<file path="src/design/core_pkg.sv">
package core_pkg;

    // ####################
    // widths
    // ####################

    typedef logic [11:0] pc_t;      // instruction byte address
    typedef logic [31:0] instr_t;   // raw instruction word
    typedef logic [6:0]  opcode_t;  // instr[6:0]
    typedef logic [2:0]  funct3_t;  // instr[14:12]

    // ####################
    // encodings
    // ####################

    localparam opcode_t OP_JAL    = 7'h6f;
    localparam opcode_t OP_BRANCH = 7'h63;
    localparam opcode_t OP_SYSTEM = 7'h73;  // only URET is expected here

    localparam funct3_t F3_BEQ = 3'b000;
    localparam funct3_t F3_BNE = 3'b001;

    // addi x0, x0, 0
    localparam instr_t NOP_INSTR = 32'h0000_0013;

    // interrupt controller sequencing
    typedef enum logic [1:0] {
        idle,        // normal program flow
        enter_wait,  // draining before the jump to the service routine
        in_isr,      // service routine running
        ret_wait     // URET seen, waiting out the return
    } isr_state_t;

endpackage

</file>
<file path="src/design/branch_exec.sv">
module branch_exec (
    input  logic              id_is_branch,
    input  core_pkg::funct3_t id_funct3,
    input  core_pkg::pc_t     id_br_target,
    input  logic              br_cond,
    output logic              ex_redirect,
    output core_pkg::pc_t     ex_target
);

    logic taken;

    // ####################
    // branch condition
    // ####################

    // br_cond stands in for the compare result of rs1 and rs2
    always_comb begin
        case (id_funct3)
            core_pkg::F3_BEQ: taken = br_cond;
            core_pkg::F3_BNE: taken = !br_cond;
            default:          taken = 1'b0;  // never marked as branch in decode
        endcase
    end

    // redirect only for a live branch in execute
    assign ex_redirect = id_is_branch && taken;

    // target was summed from registered pc and offset
    assign ex_target = id_br_target;

endmodule

</file>
<file path="src/design/instr_decode.sv">
module instr_decode (
    input  logic              clk,
    input  logic              nrst,
    input  logic              fetch_en,
    input  logic              ex_redirect,
    input  core_pkg::pc_t     if_pc,
    input  core_pkg::instr_t  if_instr,
    output core_pkg::opcode_t if_opcode,
    output logic              id_sel_pc,
    output core_pkg::pc_t     id_target,
    output logic              id_is_branch,
    output core_pkg::funct3_t id_funct3,
    output core_pkg::pc_t     id_br_target
);

    core_pkg::funct3_t if_funct3;
    core_pkg::pc_t     j_off;
    core_pkg::pc_t     b_off;
    logic              if_is_branch;
    core_pkg::pc_t     id_pc;
    core_pkg::pc_t     id_br_off;

    // ####################
    // field extraction
    // ####################

    assign if_opcode = if_instr[6:0];
    assign if_funct3 = if_instr[14:12];

    // immediates cut down to the 12-bit address space
    assign j_off = {if_instr[20], if_instr[30:21], 1'b0};
    assign b_off = {if_instr[7], if_instr[30:25], if_instr[11:8], 1'b0};

    assign id_sel_pc = (if_opcode == core_pkg::OP_JAL);  // JAL resolves right here
    assign id_target = if_pc + j_off;

    assign if_is_branch = (if_opcode == core_pkg::OP_BRANCH) &&
                          ((if_funct3 == core_pkg::F3_BEQ) || (if_funct3 == core_pkg::F3_BNE));

    // ####################
    // decode/execute register
    // ####################

    always_ff @(posedge clk) begin
        if (!nrst)
            id_is_branch <= 1'b0;
        else if (ex_redirect)
            id_is_branch <= 1'b0;  // squash the younger slot
        else if (fetch_en)
            id_is_branch <= if_is_branch;
    end

    always_ff @(posedge clk) begin
        if (fetch_en) begin
            id_pc     <= if_pc;
            id_br_off <= b_off;
            id_funct3 <= if_funct3;
        end
    end

    assign id_br_target = id_pc + id_br_off;

endmodule

</file>
<file path="src/design/interrupt_controller.sv">
module interrupt_controller #(
    parameter logic [2:0] STALL_CYCLES = 3'd3
) (
    input  logic              clk,
    input  logic              nrst,
    input  core_pkg::pc_t     pc,
    input  core_pkg::opcode_t if_opcode,
    input  logic              irq_n,
    input  logic              ex_redirect,
    input  logic              id_sel_pc,
    input  logic              fetch_en,
    output logic              isr_stall,
    output logic              sel_isr,
    output logic              ret_isr,
    output logic              isr_active,
    output core_pkg::pc_t     save_pc
);

    // fetch-enabled cycles from URET to the end of the return
    localparam logic [2:0] RET_CYCLES = 3'd2;

    core_pkg::isr_state_t state;
    logic [2:0]           stall_cnt;
    logic                 isr_en;         // armed for a new request
    logic                 uret_in_fetch;
    logic                 entry;
    logic                 cap_req;
    logic                 cap_q;

    assign uret_in_fetch = (if_opcode == core_pkg::OP_SYSTEM);
    assign isr_stall     = (stall_cnt != 3'd0) || uret_in_fetch;
    assign entry         = (state == core_pkg::idle) && !irq_n && isr_en;

    // pc settles one cycle after the event, so capture is delayed by one
    assign cap_req = entry ||
                     ((state == core_pkg::enter_wait) && isr_stall &&
                      (ex_redirect || id_sel_pc));

    // ####################
    // entry / return sequencing
    // ####################

    always_ff @(posedge clk) begin
        if (!nrst) begin
            state      <= core_pkg::idle;
            stall_cnt  <= 3'd0;
            isr_en     <= 1'b1;
            sel_isr    <= 1'b0;
            ret_isr    <= 1'b0;
            isr_active <= 1'b0;
            cap_q      <= 1'b0;
        end else begin
            cap_q <= cap_req;
            case (state)
                core_pkg::idle: begin
                    if (entry) begin
                        state     <= core_pkg::enter_wait;
                        stall_cnt <= 3'd1;
                        isr_en    <= 1'b0;
                    end else if (irq_n && !isr_stall) begin
                        isr_en <= 1'b1;  // re-arm once the line is released
                    end
                end
                core_pkg::enter_wait: begin
                    if (stall_cnt == STALL_CYCLES) begin
                        stall_cnt <= 3'd0;
                        sel_isr   <= 1'b1;  // pc_unit jumps on the next edge
                    end else if (sel_isr) begin
                        state      <= core_pkg::in_isr;
                        isr_active <= 1'b1;
                    end else if (fetch_en) begin
                        stall_cnt <= stall_cnt + 3'd1;
                    end
                end
                core_pkg::in_isr: begin
                    // a URET being squashed by an older branch does not count
                    if (uret_in_fetch && !ex_redirect) begin
                        state     <= core_pkg::ret_wait;
                        ret_isr   <= 1'b1;
                        sel_isr   <= 1'b0;
                        stall_cnt <= 3'd1;
                    end
                end
                core_pkg::ret_wait: begin
                    if (stall_cnt == RET_CYCLES) begin
                        state      <= core_pkg::idle;
                        stall_cnt  <= 3'd0;
                        ret_isr    <= 1'b0;
                        isr_active <= 1'b0;
                    end else if (fetch_en) begin
                        stall_cnt <= stall_cnt + 3'd1;
                    end
                end
                default: state <= core_pkg::idle;
            endcase
        end
    end

    // the last resume address written during the drain wins
    always_ff @(posedge clk) begin
        if (cap_q)
            save_pc <= pc;
    end

endmodule

</file>
<file path="src/design/irq_core.sv">
module irq_core #(
    parameter core_pkg::pc_t ISR_ADDR     = 12'h100,
    parameter logic [2:0]    STALL_CYCLES = 3'd3
) (
    input  logic             clk,
    input  logic             nrst,
    input  logic             irq_n,
    input  logic             fetch_en,
    input  logic             br_cond,
    input  core_pkg::instr_t instr,
    output core_pkg::pc_t    pc,
    output logic             isr_active,
    output logic             isr_stall,
    output core_pkg::pc_t    save_pc
);

    // controller to pc_unit
    logic              sel_isr;
    logic              ret_isr;

    // fetch/decode stage
    core_pkg::pc_t     if_pc;
    core_pkg::instr_t  if_instr;
    core_pkg::opcode_t if_opcode;
    logic              id_sel_pc;
    core_pkg::pc_t     id_target;

    // decode/execute stage
    logic              id_is_branch;
    core_pkg::funct3_t id_funct3;
    core_pkg::pc_t     id_br_target;
    logic              ex_redirect;
    core_pkg::pc_t     ex_target;

    pc_unit #(
        .ISR_ADDR (ISR_ADDR)
    ) u_pc_unit (
        .clk, .nrst, .fetch_en, .isr_stall, .sel_isr, .ret_isr, .save_pc,
        .id_sel_pc, .id_target, .ex_redirect, .ex_target, .instr,
        .pc, .if_pc, .if_instr
    );

    instr_decode u_instr_decode (
        .clk, .nrst, .fetch_en, .ex_redirect, .if_pc, .if_instr,
        .if_opcode, .id_sel_pc, .id_target, .id_is_branch, .id_funct3, .id_br_target
    );

    branch_exec u_branch_exec (
        .id_is_branch, .id_funct3, .id_br_target, .br_cond,
        .ex_redirect, .ex_target
    );

    interrupt_controller #(
        .STALL_CYCLES (STALL_CYCLES)
    ) u_interrupt_controller (
        .clk, .nrst, .pc, .if_opcode, .irq_n, .ex_redirect, .id_sel_pc, .fetch_en,
        .isr_stall, .sel_isr, .ret_isr, .isr_active, .save_pc
    );

endmodule

</file>
<file path="src/design/pc_unit.sv">
module pc_unit #(
    parameter core_pkg::pc_t ISR_ADDR = 12'h100
) (
    input  logic              clk,
    input  logic              nrst,
    input  logic              fetch_en,
    input  logic              isr_stall,
    input  logic              sel_isr,
    input  logic              ret_isr,
    input  core_pkg::pc_t     save_pc,
    input  logic              id_sel_pc,
    input  core_pkg::pc_t     id_target,
    input  logic              ex_redirect,
    input  core_pkg::pc_t     ex_target,
    input  core_pkg::instr_t  instr,
    output core_pkg::pc_t     pc,
    output core_pkg::pc_t     if_pc,
    output core_pkg::instr_t  if_instr
);

    logic          sel_isr_q;
    logic          ret_isr_q;
    logic          isr_jump;
    logic          ret_jump;
    logic          redirect;
    core_pkg::pc_t redirect_pc;

    // one jump per rising edge of the controller levels
    assign isr_jump = sel_isr && !sel_isr_q;
    assign ret_jump = ret_isr && !ret_isr_q;
    assign redirect = isr_jump || ret_jump || ex_redirect || id_sel_pc;

    always_comb begin
        if (isr_jump)         redirect_pc = ISR_ADDR;
        else if (ret_jump)    redirect_pc = save_pc;
        else if (ex_redirect) redirect_pc = ex_target;  // older stage wins over decode
        else                  redirect_pc = id_target;
    end

    always_ff @(posedge clk) begin
        if (!nrst) begin
            pc        <= '0;
            sel_isr_q <= 1'b0;
            ret_isr_q <= 1'b0;
        end else begin
            sel_isr_q <= sel_isr;
            ret_isr_q <= ret_isr;
            if (redirect)
                pc <= redirect_pc;  // taken even under stall
            else if (fetch_en && !isr_stall)
                pc <= pc + 12'd4;
        end
    end

    // fetch/decode register bubbles on redirect or while draining
    always_ff @(posedge clk) begin
        if (!nrst)
            if_instr <= core_pkg::NOP_INSTR;
        else if (redirect || (fetch_en && isr_stall))
            if_instr <= core_pkg::NOP_INSTR;
        else if (fetch_en)
            if_instr <= instr;
    end

    always_ff @(posedge clk) begin
        if (fetch_en)
            if_pc <= pc;
    end

endmodule

</file>
<file path="config.mk">
export PLATFORM = sky130hd
export DESIGN_NAME = irq_core
export DESIGN_NICKNAME = d
export VERILOG_FILES = /design/src/design/core_pkg.sv /design/src/design/branch_exec.sv /design/src/design/instr_decode.sv /design/src/design/interrupt_controller.sv /design/src/design/irq_core.sv /design/src/design/pc_unit.sv
export SDC_FILE = /design/constraint.sdc
export NUM_CORES = 1
export LEC_CHECK = 0
export ABC_AREA = 1
export BUFFER_PORTS_ARGS = -buffer_cell sky130_fd_sc_hd__clkbuf_2
export CELL_PAD_IN_SITES_DETAIL_PLACEMENT = 1
export CELL_PAD_IN_SITES_GLOBAL_PLACEMENT = 2
export CORE_ASPECT_RATIO = 1.1
export CORE_MARGIN = 5
export CORE_UTILIZATION = 38
export DETAILED_ROUTE_END_ITERATION = 10
export PLACE_DENSITY = 0.81
export SLEW_MARGIN = 15
export SYNTH_ARGS = -nofsm -noshare
export SYNTH_HDL_FRONTEND = slang
export SYNTH_SLANG_ARGS = --single-unit
</file>
<file path="constraint.sdc">
create_clock -name clk -period 3.95 [get_ports clk]
set_clock_uncertainty 0.05 [all_clocks]
set_input_delay 0.5925 -clock clk [delete_from_list [all_inputs] [get_ports clk]]
set_output_delay 0.5925 -clock clk [all_outputs]
set_load 0.05 [all_outputs]
</file>
==> flow_metrics.tcl <==
set metrics [dict create \
    postRouteAntennaNets 0 \
    cts_tree "yes" \
    wl_per_cell_um 16.4 \
    area_delta_synth_final_pct 13.8 \
    avgSynthCellArea_um2 8.40 \
    postCtsSetupBuffers 0 \
    final_nets 745 \
    worst_slew_pin_slew_ps 964 \
    diodes 0 \
    drv_cap 0 \
    fmax_mhz 395 \
    dieArea_um2 16200 \
    dr.pass1.iters 4 \
    ys.flop_type "dfxtp_1" \
    stdcell_area_um2 5970 \
    synthTopCellsByArea "edfxtp_1 29%, dfxtp_1 19%, nand2_1 13%" \
    clockPowerShare_pct 21.4 \
    drive_above_1_share_pct 15.2 \
    final_cell_mix "182 x nand2_1, 60 x inv_1, 56 x clkbuf_2, 51 x dfxtp_1" \
    numCtsBuffers 9 \
    synth.top_cell.area_share_pct 28.6 \
    fp-row-count 45 \
    grt_pass1_vias 4705 \
    overflow 0 \
    min_period_ps 2530 \
    nFillCells 1659 \
    placed_area_um2 5690 \
    comb_power_share_pct 38.2 \
    ys_warn_count 0 \
    multi_input_area_um2 2400 \
    finalSetupViolations 0 \
    slew_headroom_pct 35.7 \
    cts.sinks 101 \
    clock_latency_ps 350 \
    drt_iter0_markers 123 \
    port_buffers 56 \
    chipWidth_um 122 \
    postCtsHoldBufs 0 \
    seq_power_share_pct 40.4 \
    end_kind "output pin" \
    slew_viol_final 0 \
    die_h_um 133 \
    grt_max_degree 47 \
    p_sw_share_pct 41.9 \
    power_leakage_nw 2.69 \
    globalplace.congestion 0.843 \
    wl_met2_um 7340 \
    wl_met3_um 381 \
    worstSetupStartpointType "flip-flop" \
    routed_wl_um 14300 \
    synthesis.nets 692 \
    p_int_mw 2.25 \
    reg2reg_from "u_instr_decode.id_funct3[1]" \
    start_util_pct 38.3 \
    clkTransAtPathRegs_ps 70 \
    ir_drop_mv 0.310 \
    ys_seq_area_share_pct 48.1 \
    hold_viol 0 \
    clockBufferDepth 2 \
    crit_start "u_pc_unit.if_instr[0]" \
    viasPerCell 4.97 \
    grt_pass1_wl_um 23700 \
    synth.distinct_cells 36 \
    cts-root-buf "clkbuf_16" \
    synthCells 624 \
    htreeDepth 3 \
    core_um2 13700 \
    vias 4325 \
    setup_tns_ps 0 \
    timing_worst_setup_path_type "reg2out" \
    power.density_nw_per_um2 651 \
    hold_class "reg2reg" \
    hold_path_startpoint "u_interrupt_controller.ret_isr" \
    worst_slack_ps 1420 \
    cts_resized 0 \
    syn-cell-area_um2 5240 \
    final_common_cell "nand2_1" \
    antenna_found_initial 0 \
    grt.total_usage_pct 18.7 \
    seqCellArea_um2 2520 \
    outcome "completed" \
    synth_top_cell_by_area "edfxtp_1" \
    worstPathArrival_ps 1890 \
    place_ws_ps 1190 \
    m1WireLength_um 6350 \
    io_pins 63 \
    hpwlAfterDp_um 11100 \
    rsz0062_at_grt "no" \
    synthArstFlopShare_pct 0 \
    routed.top_layer "met4" \
    cp_max_fo 4 \
    synth_edf_count 50 \
    period_share_pct 64.1 \
    ys_seq_elements 101 \
    crit_required_ps 3310 \
    remaining_drc_errors 0 \
    holdWs_ps 382 \
    switchingPower_mw 1.63 \
]
## worst paths after layout
check / to / slack, ps / cells after the start
min reg2reg: u_pc_unit.ret_isr_q / 380 / 2
max: isr_stall / 1420 / 5
min: u_pc_unit.ret_isr_q / 380 / 2
max reg2reg: u_interrupt_controller.stall_cnt[1] / 1450 / 8
## registers in the layout, summed over array words and instances (netlist names), 2 cells and up
register                          cells
u_instr_decode.id_br_off             11
u_instr_decode.id_funct3              3
u_instr_decode.id_pc                 12
u_interrupt_controller.save_pc       12
u_interrupt_controller.stall_cnt      3
u_interrupt_controller.state          2
u_pc_unit.if_instr                   26
u_pc_unit.if_pc                      12
u_pc_unit.pc                         12
## cell usage after synthesis, drive strengths merged (2+ instances only)
library cell and count:
o21ai 35, clkbuf 12, fa 2, nand3b 2, ha 29, edfxtp 50, nand2 183, nand4 8
buf 4, a21oi 55, nand3 51, nor2 39, xor2 11, o22ai 2, a21o 3, xnor2 5
nor3 8, inv 63, or2 5, dfxtp 51
## power by group through the flow
stage          clock network (mW)  registers, mW  logic (mW)
5_1_grt                     0.911           1.60        1.67
3_3_place_gp                    0           1.58        1.44
4_1_cts                     0.861           1.57        1.50
2_1_floorplan                   0           1.74       0.927
3_5_place_dp                    0           1.59        1.50
6_report                    0.833           1.57        1.48
## logic make-up (layout without fill, tap and decap cells)
kind of cell | count (synthesis) | count (layout) | share of synthesized area (%)
compound gates | 100 | 100 | 11.6
fa+ha+maj | 31 | 31 | 7.69
flops | 101 | 101 | 48.1
xor+xnor | 16 | 16 | 2.67
buf+inv | 79 | 137 | 6.04
simple gates | 297 | 297 | 23.8
## metrics by stage
step | power (mW) | cells | utilization, %
6_report | 3.88 | 870 | 43.6
5_1_grt | 4.19 | 870 | 43.6
4_1_cts | 3.94 | 870 | 43.6
3_5_place_dp | 3.09 | 854 | 41.6
3_3_place_gp | 3.02 | 854 | 41.6
2_1_floorplan | 2.66 | 624 | -
## area by class of cell
class	count	area share (%)
flip-flops and latches	101	42.3
multi-input cells	444	40.3
repair buffers	58	4.95
clock buffers	13	4.19
inverters	63	3.96
well taps	188	3.94
clock inverters	3	0.378
## metal layers
layer | vias to the layer above | track usage, %
met1 | 2085 | 22.7
met5 | - | 0
met4 | 0 | 6.16
li1 | 2181 | -
met3 | 10 | 3.10
met2 | 49 | 33.3
## critical path, cell delays in order, from the launching register on
cell and delay [ps]:
dfxtp_1 340, nand2_1 80, nor3_1 240, nand4_1 260, nand3_1 290, clkbuf_2 330
(Power assumes the default switching activity.)
